**src/hdl/alu_regs_pkg.sv**
```systemverilog
// only whole 32-bit words are decoded; address bits 4:2 pick the word and bits 1:0 are ignored.
package alu_regs_pkg;

    localparam int REG_DATA_WIDTH = 32;
    localparam int REG_ADDR_WIDTH = 32;
    localparam int REG_STRB_WIDTH = REG_DATA_WIDTH / 8;
    localparam int REG_NUM        = 5;
    localparam int REG_IDX_LSB    = 2;  // byte offset bits are below this.
    localparam int REG_IDX_MSB    = 4;
    localparam int SHIFT_WIDTH    = 5;  // shift amount is taken from the low bits of operand b.

    localparam int REG_CTRL   = 0;  // byte address 0x00.
    localparam int REG_OPA    = 1;  // byte address 0x04.
    localparam int REG_OPB    = 2;  // byte address 0x08.
    localparam int REG_RESULT = 3;  // byte address 0x0c.
    localparam int REG_STATUS = 4;  // byte address 0x10.

    localparam logic [1:0] AXI_RESP_OKAY = 2'b00;

    typedef logic [REG_NUM-1:0][REG_DATA_WIDTH-1:0] reg_t;

    // codes 7 to 15 are invalid and complete with the error flag set.
    typedef enum logic [3:0] {
        OP_ADD = 4'd0,
        OP_SUB = 4'd1,
        OP_AND = 4'd2,
        OP_OR  = 4'd3,
        OP_XOR = 4'd4,
        OP_SHL = 4'd5,
        OP_SHR = 4'd6
    } alu_op_e;

    typedef struct packed {
        logic [22:0] reserved_hi;
        logic        start;
        logic [3:0]  reserved_lo;
        alu_op_e     opcode;
    } ctrl_reg_t;

    typedef struct packed {
        alu_op_e                   opcode;
        logic [REG_DATA_WIDTH-1:0] operand_a;
        logic [REG_DATA_WIDTH-1:0] operand_b;
    } alu_cmd_t;

    typedef struct packed {
        logic [REG_DATA_WIDTH-1:0] result;
        alu_op_e                   opcode;
        logic                      error;
    } alu_rsp_t;

    typedef struct packed {
        logic [6:0]  reserved_hi;
        logic        error;
        logic [3:0]  reserved_lo;
        alu_op_e     last_opcode;
        logic [15:0] op_count;
    } status_reg_t;

endpackage

```
**src/hdl/axil_if.sv**
```systemverilog
// AXI-Lite without prot signals; the slave always answers OKAY and data is one 32-bit word.
`timescale 1ns/10ps

interface axil_if import alu_regs_pkg::*; (
    input logic clk_i,
    input logic rstn_i
);

    logic [REG_ADDR_WIDTH-1:0] awaddr;
    logic                      awvalid;
    logic                      awready;

    logic [REG_DATA_WIDTH-1:0] wdata;
    logic [REG_STRB_WIDTH-1:0] wstrb;
    logic                      wvalid;
    logic                      wready;

    logic [1:0]                bresp;
    logic                      bvalid;
    logic                      bready;

    logic [REG_ADDR_WIDTH-1:0] araddr;
    logic                      arvalid;
    logic                      arready;

    logic [REG_DATA_WIDTH-1:0] rdata;
    logic [1:0]                rresp;
    logic                      rvalid;
    logic                      rready;

    modport master (
        input  clk_i, rstn_i,
        output awaddr, awvalid, wdata, wstrb, wvalid, bready, araddr, arvalid, rready,
        input  awready, wready, bresp, bvalid, arready, rdata, rresp, rvalid
    );

    modport slave (
        input  clk_i, rstn_i,
        input  awaddr, awvalid, wdata, wstrb, wvalid, bready, araddr, arvalid, rready,
        output awready, wready, bresp, bvalid, arready, rdata, rresp, rvalid
    );

endinterface

```
**src/hdl/axil_reg_file.sv**
```systemverilog
// the host waits for B before a new write and for R before a new read; unmapped words read zero.
`timescale 1ns/10ps

module axil_reg_file import alu_regs_pkg::*; #(
    parameter reg_t REG_INIT = '0
) (
    axil_if.slave              s_axil,

    input  reg_t               rd_regs_i,
    input  logic [REG_NUM-1:0] rd_valid_i,

    output reg_t               wr_regs_o,
    output logic [REG_NUM-1:0] wr_valid_o
);

    logic                           clk_i;
    logic                           rstn_i;

    reg_t                           wr_image;
    reg_t                           rd_image;
    reg_t                           rd_regs_q;
    logic [REG_NUM-1:0]             rd_valid_q;
    logic [REG_NUM-1:0]             wr_valid_q;

    logic [REG_IDX_MSB:REG_IDX_LSB] aw_idx_q;
    logic [REG_IDX_MSB:REG_IDX_LSB] ar_idx_q;

    logic                           write_valid;
    logic                           wr_handshake;
    logic                           ar_handshake;

    assign clk_i  = s_axil.clk_i;
    assign rstn_i = s_axil.rstn_i;

    assign write_valid  = s_axil.awvalid & s_axil.wvalid;
    assign wr_handshake = write_valid & s_axil.awready & s_axil.wready;
    assign ar_handshake = s_axil.arvalid & s_axil.arready;

    assign s_axil.bresp = AXI_RESP_OKAY;
    assign s_axil.rresp = AXI_RESP_OKAY;

    // boundary registers towards the core and from the collector.
    always_ff @(posedge clk_i) begin
        wr_regs_o <= wr_image;
        rd_regs_q <= rd_regs_i;
    end

    always_ff @(posedge clk_i) begin
        if (!rstn_i) begin
            wr_valid_o <= '0;
            rd_valid_q <= '0;
        end else begin
            wr_valid_o <= wr_valid_q;
            rd_valid_q <= rd_valid_i;
        end
    end

    // byte lanes are merged under wstrb. The flag for the word is a one-cycle pulse.
    always_ff @(posedge clk_i) begin
        if (!rstn_i) begin
            wr_image   <= REG_INIT;
            wr_valid_q <= '0;
        end else begin
            wr_valid_q <= '0;
            if (wr_handshake) begin
                for (int idx = 0; idx < REG_NUM; idx++) begin
                    if (int'(aw_idx_q) == idx) begin
                        for (int b = 0; b < REG_STRB_WIDTH; b++) begin
                            if (s_axil.wstrb[b]) begin
                                wr_image[idx][b*8 +: 8] <= s_axil.wdata[b*8 +: 8];
                            end
                        end
                        wr_valid_q[idx] <= 1'b1;
                    end
                end
            end
        end
    end

    // awready and wready pulse together once both channels are valid.
    always_ff @(posedge clk_i) begin
        if (!rstn_i) begin
            s_axil.awready <= 1'b0;
            s_axil.wready  <= 1'b0;
        end else begin
            if (write_valid && !s_axil.awready && !s_axil.bvalid) begin
                s_axil.awready <= 1'b1;
                s_axil.wready  <= 1'b1;
            end else begin
                s_axil.awready <= 1'b0;
                s_axil.wready  <= 1'b0;
            end
        end
    end

    always_ff @(posedge clk_i) begin
        if (write_valid && !s_axil.awready) begin
            aw_idx_q <= s_axil.awaddr[REG_IDX_MSB:REG_IDX_LSB];
        end
    end

    always_ff @(posedge clk_i) begin
        if (!rstn_i) begin
            s_axil.bvalid <= 1'b0;
        end else if (wr_handshake) begin
            s_axil.bvalid <= 1'b1;
        end else if (s_axil.bvalid && s_axil.bready) begin
            s_axil.bvalid <= 1'b0;
        end
    end

    // the read image only takes words the collector flags.
    always_ff @(posedge clk_i) begin
        if (!rstn_i) begin
            rd_image <= REG_INIT;
        end else begin
            for (int idx = 0; idx < REG_NUM; idx++) begin
                if (rd_valid_q[idx]) begin
                    rd_image[idx] <= rd_regs_q[idx];
                end
            end
        end
    end

    always_ff @(posedge clk_i) begin
        if (!rstn_i) begin
            s_axil.arready <= 1'b0;
        end else begin
            s_axil.arready <= s_axil.arvalid && !s_axil.arready && !s_axil.rvalid;
        end
    end

    always_ff @(posedge clk_i) begin
        if (s_axil.arvalid && !s_axil.arready) begin
            ar_idx_q <= s_axil.araddr[REG_IDX_MSB:REG_IDX_LSB];
        end
    end

    // rdata is loaded only on the handshake, so it stays put while rvalid waits.
    always_ff @(posedge clk_i) begin
        if (ar_handshake) begin
            s_axil.rdata <= '0;
            for (int idx = 0; idx < REG_NUM; idx++) begin
                if (int'(ar_idx_q) == idx) begin
                    s_axil.rdata <= rd_image[idx];
                end
            end
        end
    end

    always_ff @(posedge clk_i) begin
        if (!rstn_i) begin
            s_axil.rvalid <= 1'b0;
        end else if (ar_handshake) begin
            s_axil.rvalid <= 1'b1;
        end else if (s_axil.rvalid && s_axil.rready) begin
            s_axil.rvalid <= 1'b0;
        end
    end

endmodule

```
**src/hdl/alu_core.sv**
```systemverilog
// no back-pressure; each start write yields one response two cycles after its write pulse.
`timescale 1ns/10ps

module alu_core import alu_regs_pkg::*; (
    input  logic               clk_i,
    input  logic               rstn_i,

    input  reg_t               wr_regs_i,
    input  logic [REG_NUM-1:0] wr_valid_i,

    output logic               rsp_valid_o,
    output alu_rsp_t           rsp_o
);

    ctrl_reg_t ctrl;
    logic      issue;
    alu_cmd_t  cmd_q;
    logic      cmd_valid_q;
    alu_rsp_t  rsp_d;

    assign ctrl  = ctrl_reg_t'(wr_regs_i[REG_CTRL]);
    assign issue = wr_valid_i[REG_CTRL] & ctrl.start;

    // stage one captures the opcode with the operand words as they stand.
    always_ff @(posedge clk_i) begin
        if (!rstn_i) begin
            cmd_valid_q <= 1'b0;
        end else begin
            cmd_valid_q <= issue;
        end
    end

    always_ff @(posedge clk_i) begin
        if (issue) begin
            cmd_q.opcode    <= ctrl.opcode;
            cmd_q.operand_a <= wr_regs_i[REG_OPA];
            cmd_q.operand_b <= wr_regs_i[REG_OPB];
        end
    end

    always_comb begin
        rsp_d.opcode = cmd_q.opcode;
        rsp_d.error  = 1'b0;
        case (cmd_q.opcode)
            OP_ADD: rsp_d.result = cmd_q.operand_a + cmd_q.operand_b;
            OP_SUB: rsp_d.result = cmd_q.operand_a - cmd_q.operand_b;  // wraps modulo 2^32.
            OP_AND: rsp_d.result = cmd_q.operand_a & cmd_q.operand_b;
            OP_OR:  rsp_d.result = cmd_q.operand_a | cmd_q.operand_b;
            OP_XOR: rsp_d.result = cmd_q.operand_a ^ cmd_q.operand_b;
            OP_SHL: rsp_d.result = cmd_q.operand_a << cmd_q.operand_b[SHIFT_WIDTH-1:0];
            OP_SHR: rsp_d.result = cmd_q.operand_a >> cmd_q.operand_b[SHIFT_WIDTH-1:0];
            default: begin
                rsp_d.result = '0;
                rsp_d.error  = 1'b1;
            end
        endcase
    end

    // stage two registers the response.
    always_ff @(posedge clk_i) begin
        if (!rstn_i) begin
            rsp_valid_o <= 1'b0;
        end else begin
            rsp_valid_o <= cmd_valid_q;
        end
    end

    always_ff @(posedge clk_i) begin
        if (cmd_valid_q) begin
            rsp_o <= rsp_d;
        end
    end

endmodule

```
**src/hdl/result_collector.sv**
```systemverilog
// result and status are read-only; host writes to them never reach the read image.
`timescale 1ns/10ps

module result_collector import alu_regs_pkg::*; (
    input  logic               clk_i,
    input  logic               rstn_i,

    input  reg_t               wr_regs_i,
    input  logic [REG_NUM-1:0] wr_valid_i,
    input  logic               rsp_valid_i,
    input  alu_rsp_t           rsp_i,

    output reg_t               rd_regs_o,
    output logic [REG_NUM-1:0] rd_valid_o
);

    logic [REG_NUM-1:0] mirror_valid;
    logic [REG_NUM-1:0] rsp_mask;
    logic [15:0]        op_count_q;
    status_reg_t        status_d;

    always_comb begin
        mirror_valid             = wr_valid_i;
        mirror_valid[REG_RESULT] = 1'b0;
        mirror_valid[REG_STATUS] = 1'b0;
        rsp_mask                 = '0;
        rsp_mask[REG_RESULT]     = rsp_valid_i;
        rsp_mask[REG_STATUS]     = rsp_valid_i;
    end

    always_comb begin
        status_d             = '0;
        status_d.op_count    = op_count_q + 16'd1;  // wraps at 16 bits.
        status_d.last_opcode = rsp_i.opcode;
        status_d.error       = rsp_i.error;
    end

    always_ff @(posedge clk_i) begin
        if (!rstn_i) begin
            op_count_q <= '0;
            rd_valid_o <= '0;
        end else begin
            if (rsp_valid_i) op_count_q <= status_d.op_count;
            rd_valid_o <= mirror_valid | rsp_mask;
        end
    end

    always_ff @(posedge clk_i) begin
        for (int idx = 0; idx < REG_NUM; idx++) begin
            if (mirror_valid[idx]) rd_regs_o[idx] <= wr_regs_i[idx];
        end
        if (rsp_valid_i) begin
            rd_regs_o[REG_RESULT] <= rsp_i.result;
            rd_regs_o[REG_STATUS] <= status_d;
        end
    end

endmodule

```
**src/hdl/alu_periph_top.sv**
```systemverilog
// clk_i and rstn_i must be the same clock and reset that feed the bus interface instance.
`timescale 1ns/10ps

module alu_periph_top import alu_regs_pkg::*; (
    input logic   clk_i,
    input logic   rstn_i,
    axil_if.slave s_axil
);

    reg_t               wr_regs;
    logic [REG_NUM-1:0] wr_valid;
    reg_t               rd_regs;
    logic [REG_NUM-1:0] rd_valid;
    logic               rsp_valid;
    alu_rsp_t           rsp;

    axil_reg_file #(
        .REG_INIT(reg_t'('0))  // all words read zero after reset.
    ) axil_reg_file_inst (
        .s_axil    (s_axil),
        .rd_regs_i (rd_regs),
        .rd_valid_i(rd_valid),
        .wr_regs_o (wr_regs),
        .wr_valid_o(wr_valid)
    );

    alu_core alu_core_inst (
        .clk_i      (clk_i),
        .rstn_i     (rstn_i),
        .wr_regs_i  (wr_regs),
        .wr_valid_i (wr_valid),
        .rsp_valid_o(rsp_valid),
        .rsp_o      (rsp)
    );

    result_collector result_collector_inst (
        .clk_i      (clk_i),
        .rstn_i     (rstn_i),
        .wr_regs_i  (wr_regs),
        .wr_valid_i (wr_valid),
        .rsp_valid_i(rsp_valid),
        .rsp_i      (rsp),
        .rd_regs_o  (rd_regs),
        .rd_valid_o (rd_valid)
    );

endmodule

```
**src/flat_wrapper.sv**
```systemverilog
// flat-port wrapper written by rule: the top's interface ports become plain ports
module alu_periph_top_flat import alu_regs_pkg::*;
  (clk_i, rstn_i, s_axil_awaddr, s_axil_awvalid, s_axil_wdata, s_axil_wstrb, s_axil_wvalid, s_axil_bready, s_axil_araddr, s_axil_arvalid, s_axil_rready, s_axil_awready, s_axil_wready, s_axil_bresp, s_axil_bvalid, s_axil_arready, s_axil_rdata, s_axil_rresp, s_axil_rvalid);
  axil_if s_axil_i (.clk_i(clk_i), .rstn_i(rstn_i));
  input logic clk_i;
  input logic rstn_i;
  input wire logic [$bits(s_axil_i.awaddr)-1:0] s_axil_awaddr;
  input wire logic [$bits(s_axil_i.awvalid)-1:0] s_axil_awvalid;
  input wire logic [$bits(s_axil_i.wdata)-1:0] s_axil_wdata;
  input wire logic [$bits(s_axil_i.wstrb)-1:0] s_axil_wstrb;
  input wire logic [$bits(s_axil_i.wvalid)-1:0] s_axil_wvalid;
  input wire logic [$bits(s_axil_i.bready)-1:0] s_axil_bready;
  input wire logic [$bits(s_axil_i.araddr)-1:0] s_axil_araddr;
  input wire logic [$bits(s_axil_i.arvalid)-1:0] s_axil_arvalid;
  input wire logic [$bits(s_axil_i.rready)-1:0] s_axil_rready;
  output wire logic [$bits(s_axil_i.awready)-1:0] s_axil_awready;
  output wire logic [$bits(s_axil_i.wready)-1:0] s_axil_wready;
  output wire logic [$bits(s_axil_i.bresp)-1:0] s_axil_bresp;
  output wire logic [$bits(s_axil_i.bvalid)-1:0] s_axil_bvalid;
  output wire logic [$bits(s_axil_i.arready)-1:0] s_axil_arready;
  output wire logic [$bits(s_axil_i.rdata)-1:0] s_axil_rdata;
  output wire logic [$bits(s_axil_i.rresp)-1:0] s_axil_rresp;
  output wire logic [$bits(s_axil_i.rvalid)-1:0] s_axil_rvalid;
  assign s_axil_i.awaddr = s_axil_awaddr;
  assign s_axil_i.awvalid = s_axil_awvalid;
  assign s_axil_i.wdata = s_axil_wdata;
  assign s_axil_i.wstrb = s_axil_wstrb;
  assign s_axil_i.wvalid = s_axil_wvalid;
  assign s_axil_i.bready = s_axil_bready;
  assign s_axil_i.araddr = s_axil_araddr;
  assign s_axil_i.arvalid = s_axil_arvalid;
  assign s_axil_i.rready = s_axil_rready;
  assign s_axil_awready = s_axil_i.awready;
  assign s_axil_wready = s_axil_i.wready;
  assign s_axil_bresp = s_axil_i.bresp;
  assign s_axil_bvalid = s_axil_i.bvalid;
  assign s_axil_arready = s_axil_i.arready;
  assign s_axil_rdata = s_axil_i.rdata;
  assign s_axil_rresp = s_axil_i.rresp;
  assign s_axil_rvalid = s_axil_i.rvalid;
  alu_periph_top u_core (.clk_i(clk_i), .rstn_i(rstn_i), .s_axil(s_axil_i));
endmodule
```
**config.mk**
```make
export PLATFORM = sky130hd
export DESIGN_NAME = alu_periph_top_flat
export DESIGN_NICKNAME = d
export VERILOG_FILES = /design/src/hdl/alu_regs_pkg.sv /design/src/hdl/axil_if.sv /design/src/hdl/axil_reg_file.sv /design/src/hdl/alu_core.sv /design/src/hdl/result_collector.sv /design/src/hdl/alu_periph_top.sv /design/src/flat_wrapper.sv
export SDC_FILE = /design/constraint.sdc
export NUM_CORES = 1
export LEC_CHECK = 0
export BUFFER_PORTS_ARGS = -buffer_cell sky130_fd_sc_hd__buf_2
export CAP_MARGIN = 20
export CORE_ASPECT_RATIO = 0.5
export CORE_MARGIN = 8
export CORE_UTILIZATION = 55
export CTS_CLUSTER_DIAMETER = 150
export DETAILED_ROUTE_END_ITERATION = 16
export GPL_TIMING_DRIVEN = 0
export HOLD_SLACK_MARGIN = 0.06
export MAX_ROUTING_LAYER = met4
export PLACE_DENSITY_LB_ADDON = 0.15
export SYNTH_ARGS = -nofsm -noshare
export SYNTH_HDL_FRONTEND = slang
export SYNTH_SLANG_ARGS = --single-unit
export TNS_END_PERCENT = 5
```
**constraint.sdc**
```tcl
create_clock -name clk_i -period 10.8 [get_ports clk_i]
set_input_delay 0.54 -clock clk_i [delete_from_list [all_inputs] [get_ports clk_i]]
set_output_delay 0.54 -clock clk_i [all_outputs]
set_load 0.02 [all_outputs]
```
== Word-level counts from Yosys, hierarchy flattened ==
Index checks and enable logic that the tools add are counted.

* Register bits after elaboration: 820
* Input bits: 107
* Output and inout port bits: 41
* Word-level logic and storage cells: 121

* Add/subtract/negate cells: 3
* Equal/unequal tests: 12
* Shift-type cells: 2
* Multiplexer cells: 15
* Bitwise gates (word level): 9
* Reductions and logical operators: 29

{| class="wikitable"
|+ Operator list
! operator !! number
|-
| $pmux 32 s7 || 1
|-
| $mux 32 || 4
|-
| $reduce_and 3->1 || 12
|-
| $add 32x32->32 || 1
|-
| $and 32x32->32 || 1
|-
| $or 32x32->32 || 1
|-
| $shl 32x5->32 || 1
|-
| $shr 32x5->32 || 1
|-
| $sub 32x32->32 || 1
|-
| $xor 32x32->32 || 1
|-
| $mux 25 || 1
|-
| $add 16x1->16 const B || 1
|-
| $eq 3x3->1 const B || 4
|-
| $eq 4x3->1 const B || 3
|-
| $mux 1 || 9
|-
| $eq 4x2->1 const B || 2
|-
| $reduce_or 7->1 || 1
|-
| $eq 3x2->1 const B || 2
|-
| $logic_and 1x1->1 || 6
|-
| $logic_not 3->1 || 2
|-
| $and 1x1->1 || 5
|-
| $or 3x5->5 || 1
|-
| $eq 4x1->1 const B || 1
|-
| $logic_not 1->1 || 4
|-
| 3 further kinds || 4
|}

== Longest topological paths before layout ==
Gate-level depths: netlist (run 1).

* Depth after elaboration: 6
* Gate-level depth with buffers: 22
* Mapped depth without buffers: 18

== Hierarchy ==
A second synthesis (run 1) with hierarchy kept.

* Cell total of the unflattened synthesis: 3154
* Area, all modules: 37998.9 sq um

{| class="wikitable"
|+ By module, submodules not included
! module !! instances !! cells each !! area an instance (sq um) !! sequential area each (sq um)
|-
| axil_reg_file || 1 || 1674 || 21583.2 || 14333.7
|-
| alu_core || 1 || 1193 || 10732.8 || 3193.1
|-
| result_collector || 1 || 287 || 5683.0 || 4874.7
|}

== Worst setup path after synthesis (run 1) ==
Ideal clock, no wire load.

* Path kind: flip-flop to flip-flop
* Start point: reg u_core.alu_core_inst.cmd_q[0] (netlist bit)
* End point: reg u_core.alu_core_inst.rsp_o[34] (netlist bit) (data pin)
* Setup time: 265 ps
* Arrival time: 4543 ps
* Required time: 10535 ps
* Slack: 5992 ps
* Cell stages (with the launch flop): 23
* Path buffers: 4
* Clock period less this slack: 4808 ps
* Cells stage by stage: edfxtp_1 > buf_4 > buf_4 > inv_1 > buf_2 > ha_1 > nand2_1 > nor4_1 > nand2_1 > or3_1 > nor3_1 > a21oi_1 > xnor2_1 > ha_1 > clkbuf_1 > a21o_1 > a21o_1 > a21o_1 > nor2_1 > o211ai_1 > a41oi_1 > mux2i_1 > or3_1

{| class="wikitable"
|+ RTL lines
! what !! RTL line !! RTL
|-
| from (decl) || alu_core.sv:17 || <nowiki>alu_cmd_t cmd_q;</nowiki>
|-
| to (signal assigned) || alu_core.sv:70 || <nowiki>rsp_o <= rsp_d;</nowiki>
|-
| to (decl) || alu_core.sv:12 || <nowiki>output alu_rsp_t rsp_o</nowiki>
|}

==> results.py, run 1 <==
metrics = {
    "synth": {
        "synthCells": 2805,
        "synth_edf_count": 292,
        "ys_seq_area_share_pct": 57.9,
        "synth_seq_cells": 818,
        "yosysWarnings": 0,
        "avgSynthCellArea_um2": 11.9,
        "synth_ff_type": "dfxtp_1",
        "async_flop_share_pct": 0,
        "ys_types": 78,
        "syn_area_mm2": 0.0333,
    },
    "place": {
        "place_hpwl_um": 78900,
        "io_buffers": 84,
        "place_congestion": 1.03,
        "pre_cts_ws_ps": 4710,
        "dp_cells": 3712,
    },
    "critical_path": {
        "crit_cells": 22,
        "critPathRequiredTime_ps": 11100,
        "worstRegToRegCells": 22,
        "critPathTopFamily": "simple AND/OR/NAND/NOR gates",
        "slowest_stage": "or3_1",
        "critPathMaxStageDelay_ps": 480,
        "worstPathMaxFanout": 10,
        "worstPathArrival_ps": 6530,
        "cp-end-kind": "flip-flop",
        "path_common_cell": "a21o_1",
        "cp_num_buf_inv": 5,
        "path_cells": "buf_2, buf_2, buf_4, inv_1, ha_1, nand2_1, nor4_1, nand2_1, or3_1, nor3_1, a21oi_1, xnor2_1, ha_1, clkbuf_1, a21o_1, a21o_1, a21o_1, nor2_1, o211ai_1, a41oi_1, mux2i_1, or3_1",
        "path_class": "reg2reg",
        "cp-start-kind": "flip-flop",
    },
    "power_and_ir_drop": {
        "peakVddDrop_mv": 0.103,
        "p_sw_share_pct": 19.6,
        "power_leakage_nw": 13.5,
        "intPower_mw": 4.71,
        "powerDensity_mw_per_mm2": 157,
        "pwr-share-clk_pct": 44.3,
        "total_power_mw": 5.86,
        "p_switching_mw": 1.15,
        "p_comb_share_pct": 1.5,
        "pwr-share-seq_pct": 54.2,
    },
    "floorplanning": {
        "die_area_mm2": 0.0692,
        "die_h_um": 190,
        "start_util_pct": 56.0,
        "pin_count": 148,
        "die_w_um": 364,
        "core-area_mm2": 0.0596,
        "core.rowCount": 63,
    },
    "layout": {
        "fin_util_pct": 62.7,
        "fin_cells": 3847,
        "final_layout_size_suffix_gt1_share_pct": 11.3,
        "fin_nets": 3179,
        "area_growth_syn_to_layout_pct": 12.1,
    },
    "routing": {
        "wl_met1_um": 48300,
        "drt_wl_total_um": 104000,
        "wl_met3_um": 9650,
        "first_iter_violations": 2806,
        "via_count": 22961,
        "wl_per_cell_um": 27.0,
        "drc": 0,
        "drt-vias-per-instance": 5.97,
        "dr.max_layer_used": "met4",
        "met2WireLength_um": 42800,
        "ant_nets": 0,
        "drt_first_pass_iters": 6,
    },
    "sta": {
        "setup_tns_ps": 0,
        "finalSetupViolations": 0,
        "min_period_ps": 6230,
        "clock.fmax_mhz": 161,
        "fin_skew_ps": 18.6,
        "period_share_pct": 57.7,
        "tightest_slew_ps": 1040,
        "relSlewSlack_pct": 30.2,
        "drv_slew": 0,
        "final_hold_viol_count": 0,
        "setup_ws_ps": 4570,
        "rsz0062_at_grt": "no",
    },
    "cts": {
        "clock-root-buffer": "clkbuf_16",
        "clk_latency_ps": 590,
        "numCtsBuffers": 71,
        "ctsHoldBuffers": 0,
        "cts.clk_slew.worst_paths_ps": 60,
        "cts_sinks": 818,
        "h-tree-depth": 3,
        "cts_resized": 0,
        "post_cts_buffers": 0,
        "clockBufferDepth": 3,
        "cts_tree": "done",
    },
    "global_routing": {
        "grt_max_degree": 55,
        "grt_pass1_wl_um": 150000,
        "antenna_found_initial": 9,
        "first_global_vias": 21633,
        "grt.overflow.total": 0,
        "grt_use_total_pct": 30.3,
    },
    "outcome": {
        "status": "finished clean",
    },
    "hold_path": {
        "hold_path_depth": 1,
        "hold_path.class": "in2reg",
    },
    "run": {
        "cap_viol_max_count": 0,
    },
}
path summary, 6_finish.rpt:
kind	startpoint	end	slack [ps]
worst max-delay path	u_core.alu_core_inst.cmd_q[1]	u_core.alu_core_inst.rsp_o[34]	4570
worst min-delay path	s_axil_araddr[4]	u_core.axil_reg_file_inst.ar_idx_q[4]	130
worst max register to register	u_core.alu_core_inst.cmd_q[1]	u_core.alu_core_inst.rsp_o[34]	4570
worst min register to register	u_core.result_collector_inst.rd_regs_o[71]	u_core.axil_reg_file_inst.rd_regs_q[71]	330
final cells by class:
class	count	area, um2
multi-input combinational	1717	13000
timing repair buffer	92	581
sequential	818	19300
fill	4751	22200
clock inverter	24	255
antenna	3	7.51
clock buffer	108	2150
buffer	171	714
inverter	102	383
tap	812	1020
worst reg2reg max path, delay by kind of cell (launching register included):
kind	cells	cell delay, ps
AND/OR/NAND/NOR	7	2190
flip-flops	1	470
multiplexers	1	110
buffers and inverters	5	1260
AO/OA/AOI/OAI	6	1250
adder cells (fa/ha/maj)	2	510
XOR/XNOR	1	150
cell families (layout without fill, tap and decap cells):
logic type      after synthesis  after routing  share of synthesized area [%]
other cells                   1              7                         0.0112
buf+inv                     273            497                           3.29
compound gates              450            450                           9.10
flops                       818            818                           57.9
fa+ha+maj                    99             99                           3.74
simple gates                785            785                           11.6
xor+xnor                     79             79                           2.08
mux                         300            300                           12.3
state kept, by name, indices dropped and copies added (netlist names), 4 cells and up:
register,count
u_core.result_collector_inst.rd_valid_o,4
u_core.axil_reg_file_inst.rd_valid_q,4
u_core.axil_reg_file_inst.rd_regs_q,149
u_core.axil_reg_file_inst.rd_image,149
u_core.result_collector_inst.op_count_q,16
u_core.axil_reg_file_inst.s_axil.rdata,32
u_core.result_collector_inst.rd_regs_o,149
u_core.alu_core_inst.rsp_o,37
u_core.axil_reg_file_inst.wr_regs_o,96
u_core.alu_core_inst.cmd_q,68
u_core.axil_reg_file_inst.wr_image,96
synth_stat cells, types with 12 or more instances:
| library cell | n | area share [%] |
|---|---|---|
| a211oi_1 | 15 | 0.34 |
| a21boi_0 | 98 | 2.2 |
| a21o_1 | 19 | 0.43 |
| a21oi_1 | 87 | 1.3 |
| a222oi_1 | 12 | 0.36 |
| a22oi_1 | 12 | 0.27 |
| and2_1 | 42 | 0.79 |
| and3_1 | 16 | 0.30 |
| buf_1 | 24 | 0.27 |
| buf_2 | 22 | 0.33 |
| clkbuf_1 | 115 | 1.3 |
| dfxtp_1 | 526 | 32 |
| edfxtp_1 | 292 | 26 |
| ha_1 | 98 | 3.7 |
| inv_1 | 102 | 1.1 |
| mux2i_1 | 209 | 6.3 |
| mux4_2 | 86 | 5.8 |
| nand2_1 | 253 | 2.8 |
| nand2b_1 | 13 | 0.24 |
| nand3_1 | 87 | 1.3 |
| nor2_1 | 131 | 1.5 |
| nor2b_1 | 167 | 3.1 |
| nor3_1 | 25 | 0.38 |
| o211ai_1 | 16 | 0.36 |
| o21ai_0 | 100 | 1.5 |
| xnor2_1 | 57 | 1.5 |
| xor2_1 | 22 | 0.58 |
power by group through the flow:
stage	sequential, mW	clock (mW)	combinational [mW]
final	3.18	2.59	0.0895
after CTS	3.18	2.62	0.0898
after global placement	3.24	0	0.0891
after detailed placement	3.24	0	0.0895
after floorplan	3.25	0	0.0441
after global routing	3.17	2.76	0.0946
per-layer routing:
metal,track usage (%),up-vias
met5,-,-
met4,8.96,0
met3,5.02,154
met2,42.3,1035
met1,45.0,11438
li1,-,10334
layout by cell type (no fill, tap or decap), drive strengths merged, types with 6 or more instances in the layout:
cell type	n
o31ai	9
clkbuf	223
mux4	86
and3	16
nor3b	8
a211oi	15
a22oi	12
a21o	19
nand3	87
edfxtp	292
o22ai	6
a221oi	12
nor2	131
o21ai	100
nor3	29
buf	148
a31oi	11
a21oi	87
nor2b	168
a21boi	98
mux2i	209
nand2	253
nand2b	13
dfxtp	526
inv	107
a222oi	12
o221ai	6
ha	98
o211ai	16
clkinv	13
or3	11
xnor2	57
nand4	11
and2	43
xor2	22
nor4	6
stage by stage:
step	hold WS (ps)	instance area, um2
floorplan	323	33400
global placement	324	34800
detailed placement	327	35000
CTS	110	37400
global route	107	37400
finish	129	37400
Power figures use the tool's default switching activity.
==> run 2, diff against run 1 <==
==> constraint.sdc (replaced) <==
create_clock -name clk_i -period 5.75 [get_ports clk_i]
set_input_delay 0.2875 -clock clk_i [delete_from_list [all_inputs] [get_ports clk_i]]
set_output_delay 0.2875 -clock clk_i [all_outputs]
set_load 0.02 [all_outputs]
==> results.py, run 2 (same netlist as run 1, synthesis figures left out) <==
metrics = {
    "sta": {
        "fin_skew_ps": 17.0,
        "drv_slew": 0,
        "final_hold_viol_count": 0,
        "rsz0062_at_grt": "yes",
        "clock.fmax_mhz": 179,
        "min_period_ps": 5600,
        "hold_ws_ps": 147,
        "period_share_pct": 97.4,
        "relSlewSlack_pct": 28.4,
        "finalSetupViolations": 0,
        "tightest_slew_ps": 1060,
    },
    "outcome": {
        "status": "finished clean",
    },
    "cts": {
        "cts_sinks": 818,
        "cts_tree": "done",
        "cts.clk_slew.worst_paths_ps": 60,
        "h-tree-depth": 3,
        "clockBufferDepth": 3,
        "post_cts_buffers": 0,
        "clock-root-buffer": "clkbuf_16",
        "numCtsBuffers": 71,
        "clk_latency_ps": 590,
    },
    "global_routing": {
        "grt_pass1_wl_um": 151000,
        "antenna_found_initial": 9,
        "grt_max_degree": 55,
        "first_global_vias": 21894,
        "grt_use_total_pct": 30.4,
        "grt.overflow.total": 0,
    },
    "routing": {
        "drt_wl_total_um": 104000,
        "ant_nets": 0,
        "drt_first_pass_iters": 8,
        "first_iter_violations": 2842,
        "drt-vias-per-instance": 5.95,
        "via_count": 23137,
        "wl_per_cell_um": 26.9,
        "drc": 0,
    },
    "critical_path": {
        "critPathRequiredTime_ps": 6050,
        "path_class": "reg2reg",
        "cp-start-kind": "flip-flop",
        "worstPathArrival_ps": 5900,
        "worstPathMaxFanout": 10,
        "worstRegToRegCells": 22,
        "cp-end-kind": "flip-flop",
    },
    "layout": {
        "final_common_cell": "dfxtp_1",
        "fin_cells": 3891,
        "final_layout_size_suffix_gt1_share_pct": 11.4,
        "area_growth_syn_to_layout_pct": 13.5,
        "fin_util_pct": 63.5,
        "final_cell_mix": "dfxtp_1, edfxtp_1, nand2_1, mux2i_1, nor2b_1",
        "fin_nets": 3221,
        "reg_top3": "u_core.axil_reg_file_inst.rd_image: 149 flops, u_core.axil_reg_file_inst.rd_regs_q: 149 flops, u_core.result_collector_inst.rd_regs_o: 149 flops",
    },
    "hold_path": {
        "hold_path_depth": 3,
        "hold_path.class": "in2reg",
    },
    "run": {
        "cap_viol_max_count": 0,
    },
    "power_and_ir_drop": {
        "total_power_mw": 11.0,
        "powerDensity_mw_per_mm2": 291,
        "peakVddDrop_mv": 0.192,
        "power_leakage_nw": 13.7,
    },
    "floorplanning": {
        "pin_count": 148,
        "die_w_um": 364,
        "core.rowCount": 63,
        "die_area_mm2": 0.0692,
        "start_util_pct": 56.0,
        "core-area_mm2": 0.0596,
        "die_h_um": 190,
    },
    "place": {
        "place_hpwl_um": 78900,
        "dp_cells": 3712,
        "place_congestion": 1.03,
        "io_buffers": 84,
    },
}
## run 2: metrics by stage
step | worst slack [ps] | instance area [um2] | TNS, ps
2_1_floorplan | 942 | 33400 | 0
3_3_place_gp | -370 | 34800 | -528
3_5_place_dp | -338 | 35000 | -502
4_1_cts | 22.7 | 37800 | 0
5_1_grt | -4.39 | 37900 | -4.39
6_report | 152 | 37900 | 0
## run 2: cell type report
type / count / area [um2]
Fill cell: 4680 / 21700
Buffer: 170 / 717
Clock buffer: 108 / 2150
Multi-Input combinational cell: 1717 / 13000
Sequential cell: 818 / 19300
Antenna cell: 5 / 12.5
Inverter: 102 / 387
Timing Repair Buffer: 135 / 1010
Tap cell: 812 / 1020
Clock inverter: 24 / 255
## run 2: worst max-delay path, cell delays in order (launching register included)
cell and delay, ps:
edfxtp_1 490, buf_2 270, buf_2 270, buf_4 250, clkinvlp_4 190, ha_1 200
nand2_1 110, nor4_4 200, nand2_1 170, or3_1 470, nor3_2 260, a21oi_1 130
xnor2_1 140, ha_1 270, clkbuf_1 200, a21o_1 220, a21o_1 160, a21o_1 190
nor2_1 110, o211ai_1 190, a41oi_2 280, mux2i_1 100, or3_1 430
## run 2: repair_timing
action                     in CTS  in global routing
setup endpoints to repair       3                  2
resized for setup               3                 10
hold buffers                   43                  0
hold endpoints to repair      105                  0
## run 2: power breakdown
| part | leakage [nW] | switching [mW] | internal, mW |
|---|---|---|---|
| clock | 1.18 | 2.04 | 2.83 |
| combinational | 5.20 | 0.113 | 0.0785 |
| sequential | 7.28 | 0.00521 | 5.96 |
| total | 13.7 | 2.16 | 8.87 |
## run 2: per-layer routing
| metal | up-vias | track usage, % | routed length, um |
|---|---|---|---|
| met3 | 164 | 5.54 | 10300 |
| met4 | 0 | 9.03 | 3240 |
| met2 | 1082 | 42.7 | 43000 |
| li1 | 10420 | - | - |
| met5 | - | - | 0 |
| met1 | 11471 | 44.8 | 47900 |
## run 2: worst paths after layout
check	start	to	slack (ps)
max	u_core.alu_core_inst.cmd_q[1]	u_core.alu_core_inst.rsp_o[34]	150
min	s_axil_awvalid	u_core.axil_reg_file_inst.aw_idx_q[2]	150
max reg2reg	u_core.alu_core_inst.cmd_q[1]	u_core.alu_core_inst.rsp_o[34]	150
min reg2reg	u_core.result_collector_inst.rd_regs_o[71]	u_core.axil_reg_file_inst.rd_regs_q[71]	330
==> run 3, diff against run 2 <==
--- a/config.mk
+++ b/config.mk
@@ -8,7 +8,7 @@
 export BUFFER_PORTS_ARGS = -buffer_cell sky130_fd_sc_hd__buf_2
 export CAP_MARGIN = 20
 export CORE_ASPECT_RATIO = 0.5
-export CORE_MARGIN = 8
+export CORE_MARGIN = 2
 export CORE_UTILIZATION = 55
 export CTS_CLUSTER_DIAMETER = 150
 export DETAILED_ROUTE_END_ITERATION = 16
==> results.py, run 3 (same netlist as run 1, synthesis figures left out) <==
metrics = {
    "critical_path": {
        "worstPathMaxFanout": 10,
        "critPathTopFamily": "buffers and inverters",
        "worstRegToRegCells": 14,
        "worstPathArrival_ps": 5910,
        "r2r-start": "u_core.alu_core_inst.cmd_q[4]",
        "slowest_stage": "clkdlybuf4s15_1",
        "path_class": "reg2reg",
        "r2r_slack_ps": 200,
        "path_cells": "clkbuf_2, inv_1, clkbuf_1, clkdlybuf4s15_1, xnor2_1, ha_1, a21o_1, nor2_1, a21oi_1, a2111o_1, nand3_1, o21ai_0, mux2i_1, a221o_1",
        "critPathRequiredTime_ps": 6120,
        "critPathMaxStageDelay_ps": 840,
        "cp_num_buf_inv": 4,
        "cp-start-kind": "flip-flop",
        "cp-startpoint": "u_core.alu_core_inst.cmd_q[4]",
        "cp-end-kind": "flip-flop",
        "worstReg2RegEnd": "u_core.alu_core_inst.rsp_o[29]",
    },
    "layout": {
        "area_growth_syn_to_layout_pct": 13.0,
        "fin_nets": 3220,
        "design_area_mm2": 0.0377,
        "final_cell_mix": "dfxtp_1, edfxtp_1, nand2_1, mux2i_1, nor2b_1",
        "final_layout_size_suffix_gt1_share_pct": 11.2,
        "fin_cells": 3881,
        "antenna_cells": 0,
        "reg_top3": "u_core.axil_reg_file_inst.rd_image: 149 flops, u_core.axil_reg_file_inst.rd_regs_q: 149 flops, u_core.result_collector_inst.rd_regs_o: 149 flops",
        "n_fill_cell": 4639,
        "final_common_cell": "dfxtp_1",
    },
    "floorplanning": {
        "die_w_um": 352,
        "core-area_mm2": 0.0596,
        "pin_count": 148,
        "start_util_pct": 56.0,
        "die_area_mm2": 0.0627,
        "core.rowCount": 63,
        "die_h_um": 178,
    },
    "sta": {
        "period_share_pct": 96.5,
        "clock.fmax_mhz": 180,
        "rsz0062_at_grt": "no",
        "drv_slew": 0,
        "setup_tns_ps": 0,
        "hold_ws_ps": 134,
        "setup_ws_ps": 202,
        "relSlewSlack_pct": 26.6,
        "tightest_slew_ps": 1100,
        "min_period_ps": 5550,
        "finalSetupViolations": 0,
        "final_hold_viol_count": 0,
        "fin_skew_ps": 18.3,
    },
    "global_routing": {
        "first_global_vias": 21536,
        "antenna_found_initial": 14,
        "grt_use_total_pct": 33.7,
        "grt.overflow.total": 0,
        "grt_pass1_wl_um": 148000,
        "grt_max_degree": 64,
    },
    "cts": {
        "clock-root-buffer": "clkbuf_16",
        "clk_latency_ps": 600,
        "cts_tree": "done",
        "clockBufferDepth": 3,
        "cts_sinks": 818,
        "cts.clk_slew.worst_paths_ps": 60,
        "numCtsBuffers": 69,
        "h-tree-depth": 3,
    },
    "routing": {
        "drc": 0,
        "via_count": 23295,
        "drt_first_pass_iters": 6,
        "drt-vias-per-instance": 6.00,
        "drt_wl_total_um": 103000,
        "wl_per_cell_um": 26.6,
        "first_iter_violations": 3218,
        "ant_nets": 0,
    },
    "place": {
        "pre_cts_ws_ps": -297,
        "dp_cells": 3712,
        "place_hpwl_um": 77300,
        "dpl-instance-area_mm2": 0.0350,
        "io_buffers": 84,
        "place_congestion": 1.02,
    },
    "power_and_ir_drop": {
        "powerDensity_mw_per_mm2": 287,
        "peakVddDrop_mv": 0.213,
        "power_leakage_nw": 13.6,
    },
    "outcome": {
        "status": "finished clean",
    },
    "hold_path": {
        "min_to": "u_core.axil_reg_file_inst.aw_idx_q[2]",
        "hold_path_depth": 3,
        "holdCritStartpoint": "s_axil_awvalid",
        "hold_path.class": "in2reg",
    },
    "run": {
        "cap_viol_max_count": 0,
    },
}
[run 3: report_power, final]
group	total [mW]	switching (mW)	leakage [nW]	internal [mW]
logic	0.192	0.113	5.20	0.0785
registers	5.96	0.00513	7.28	5.96
clock network	4.66	2.04	1.10	2.62
total	10.8	2.16	13.6	8.66
[run 3: metrics by stage]
stage               utilization (%)  power [mW]
floorplan                         -        6.18
global placement               58.4        6.26
detailed placement             58.7        6.26
CTS                            63.2        10.9
global route                   63.2        11.1
finish                         63.2        10.8
[run 3: cell type report]
cell class	instances	area [um2]	share of cell area, %
clock inverters	26	289	0.767
well taps	812	1020	2.70
multi-input cells	1717	13000	34.5
flip-flops and latches	818	19300	51.2
plain buffers	170	722	1.92
clock buffers	100	1960	5.19
inverters	102	387	1.03
repair buffers	136	1010	2.67
[run 3: per-layer routing]
metal / up-vias / part of all wire, % / GRT usage [%]
met5: - / 0 / -
met4: 0 / 3.3 / 10.9
met3: 200 / 9.5 / 4.63
met2: 1208 / 40 / 46.1
met1: 11488 / 47 / 51.4
li1: 10399 / - / -
[run 3: worst max path at each step]
stage | end | depth (start not counted)
CTS | u_core.alu_core_inst.rsp_o[30] | 20
global placement | u_core.alu_core_inst.rsp_o[34] | 22
finish | u_core.alu_core_inst.rsp_o[29] | 14
global route | u_core.alu_core_inst.rsp_o[29] | 14
detailed placement | u_core.alu_core_inst.rsp_o[30] | 20
floorplan | u_core.alu_core_inst.rsp_o[34] | 22
[run 3: repair_timing]
action,4_1_cts,5_1_grt
setup endpoints to repair,3,5
hold buffers,43,0
buffers inserted,1,0
hold endpoints to repair,105,0
gates resized for setup,2,14
pin swaps,2,2
[run 3: worst reg2reg max path: stages, from the launching register on]
cell and delay, ps:
edfxtp_1 390, clkbuf_2 310, inv_1 320, clkbuf_1 640
clkdlybuf4s15_1 840, xnor2_1 160, ha_1 400, a21o_1 180
nor2_1 50, a21oi_1 420, a2111o_1 260, nand3_1 190
o21ai_0 380, mux2i_1 340, a221o_1 440
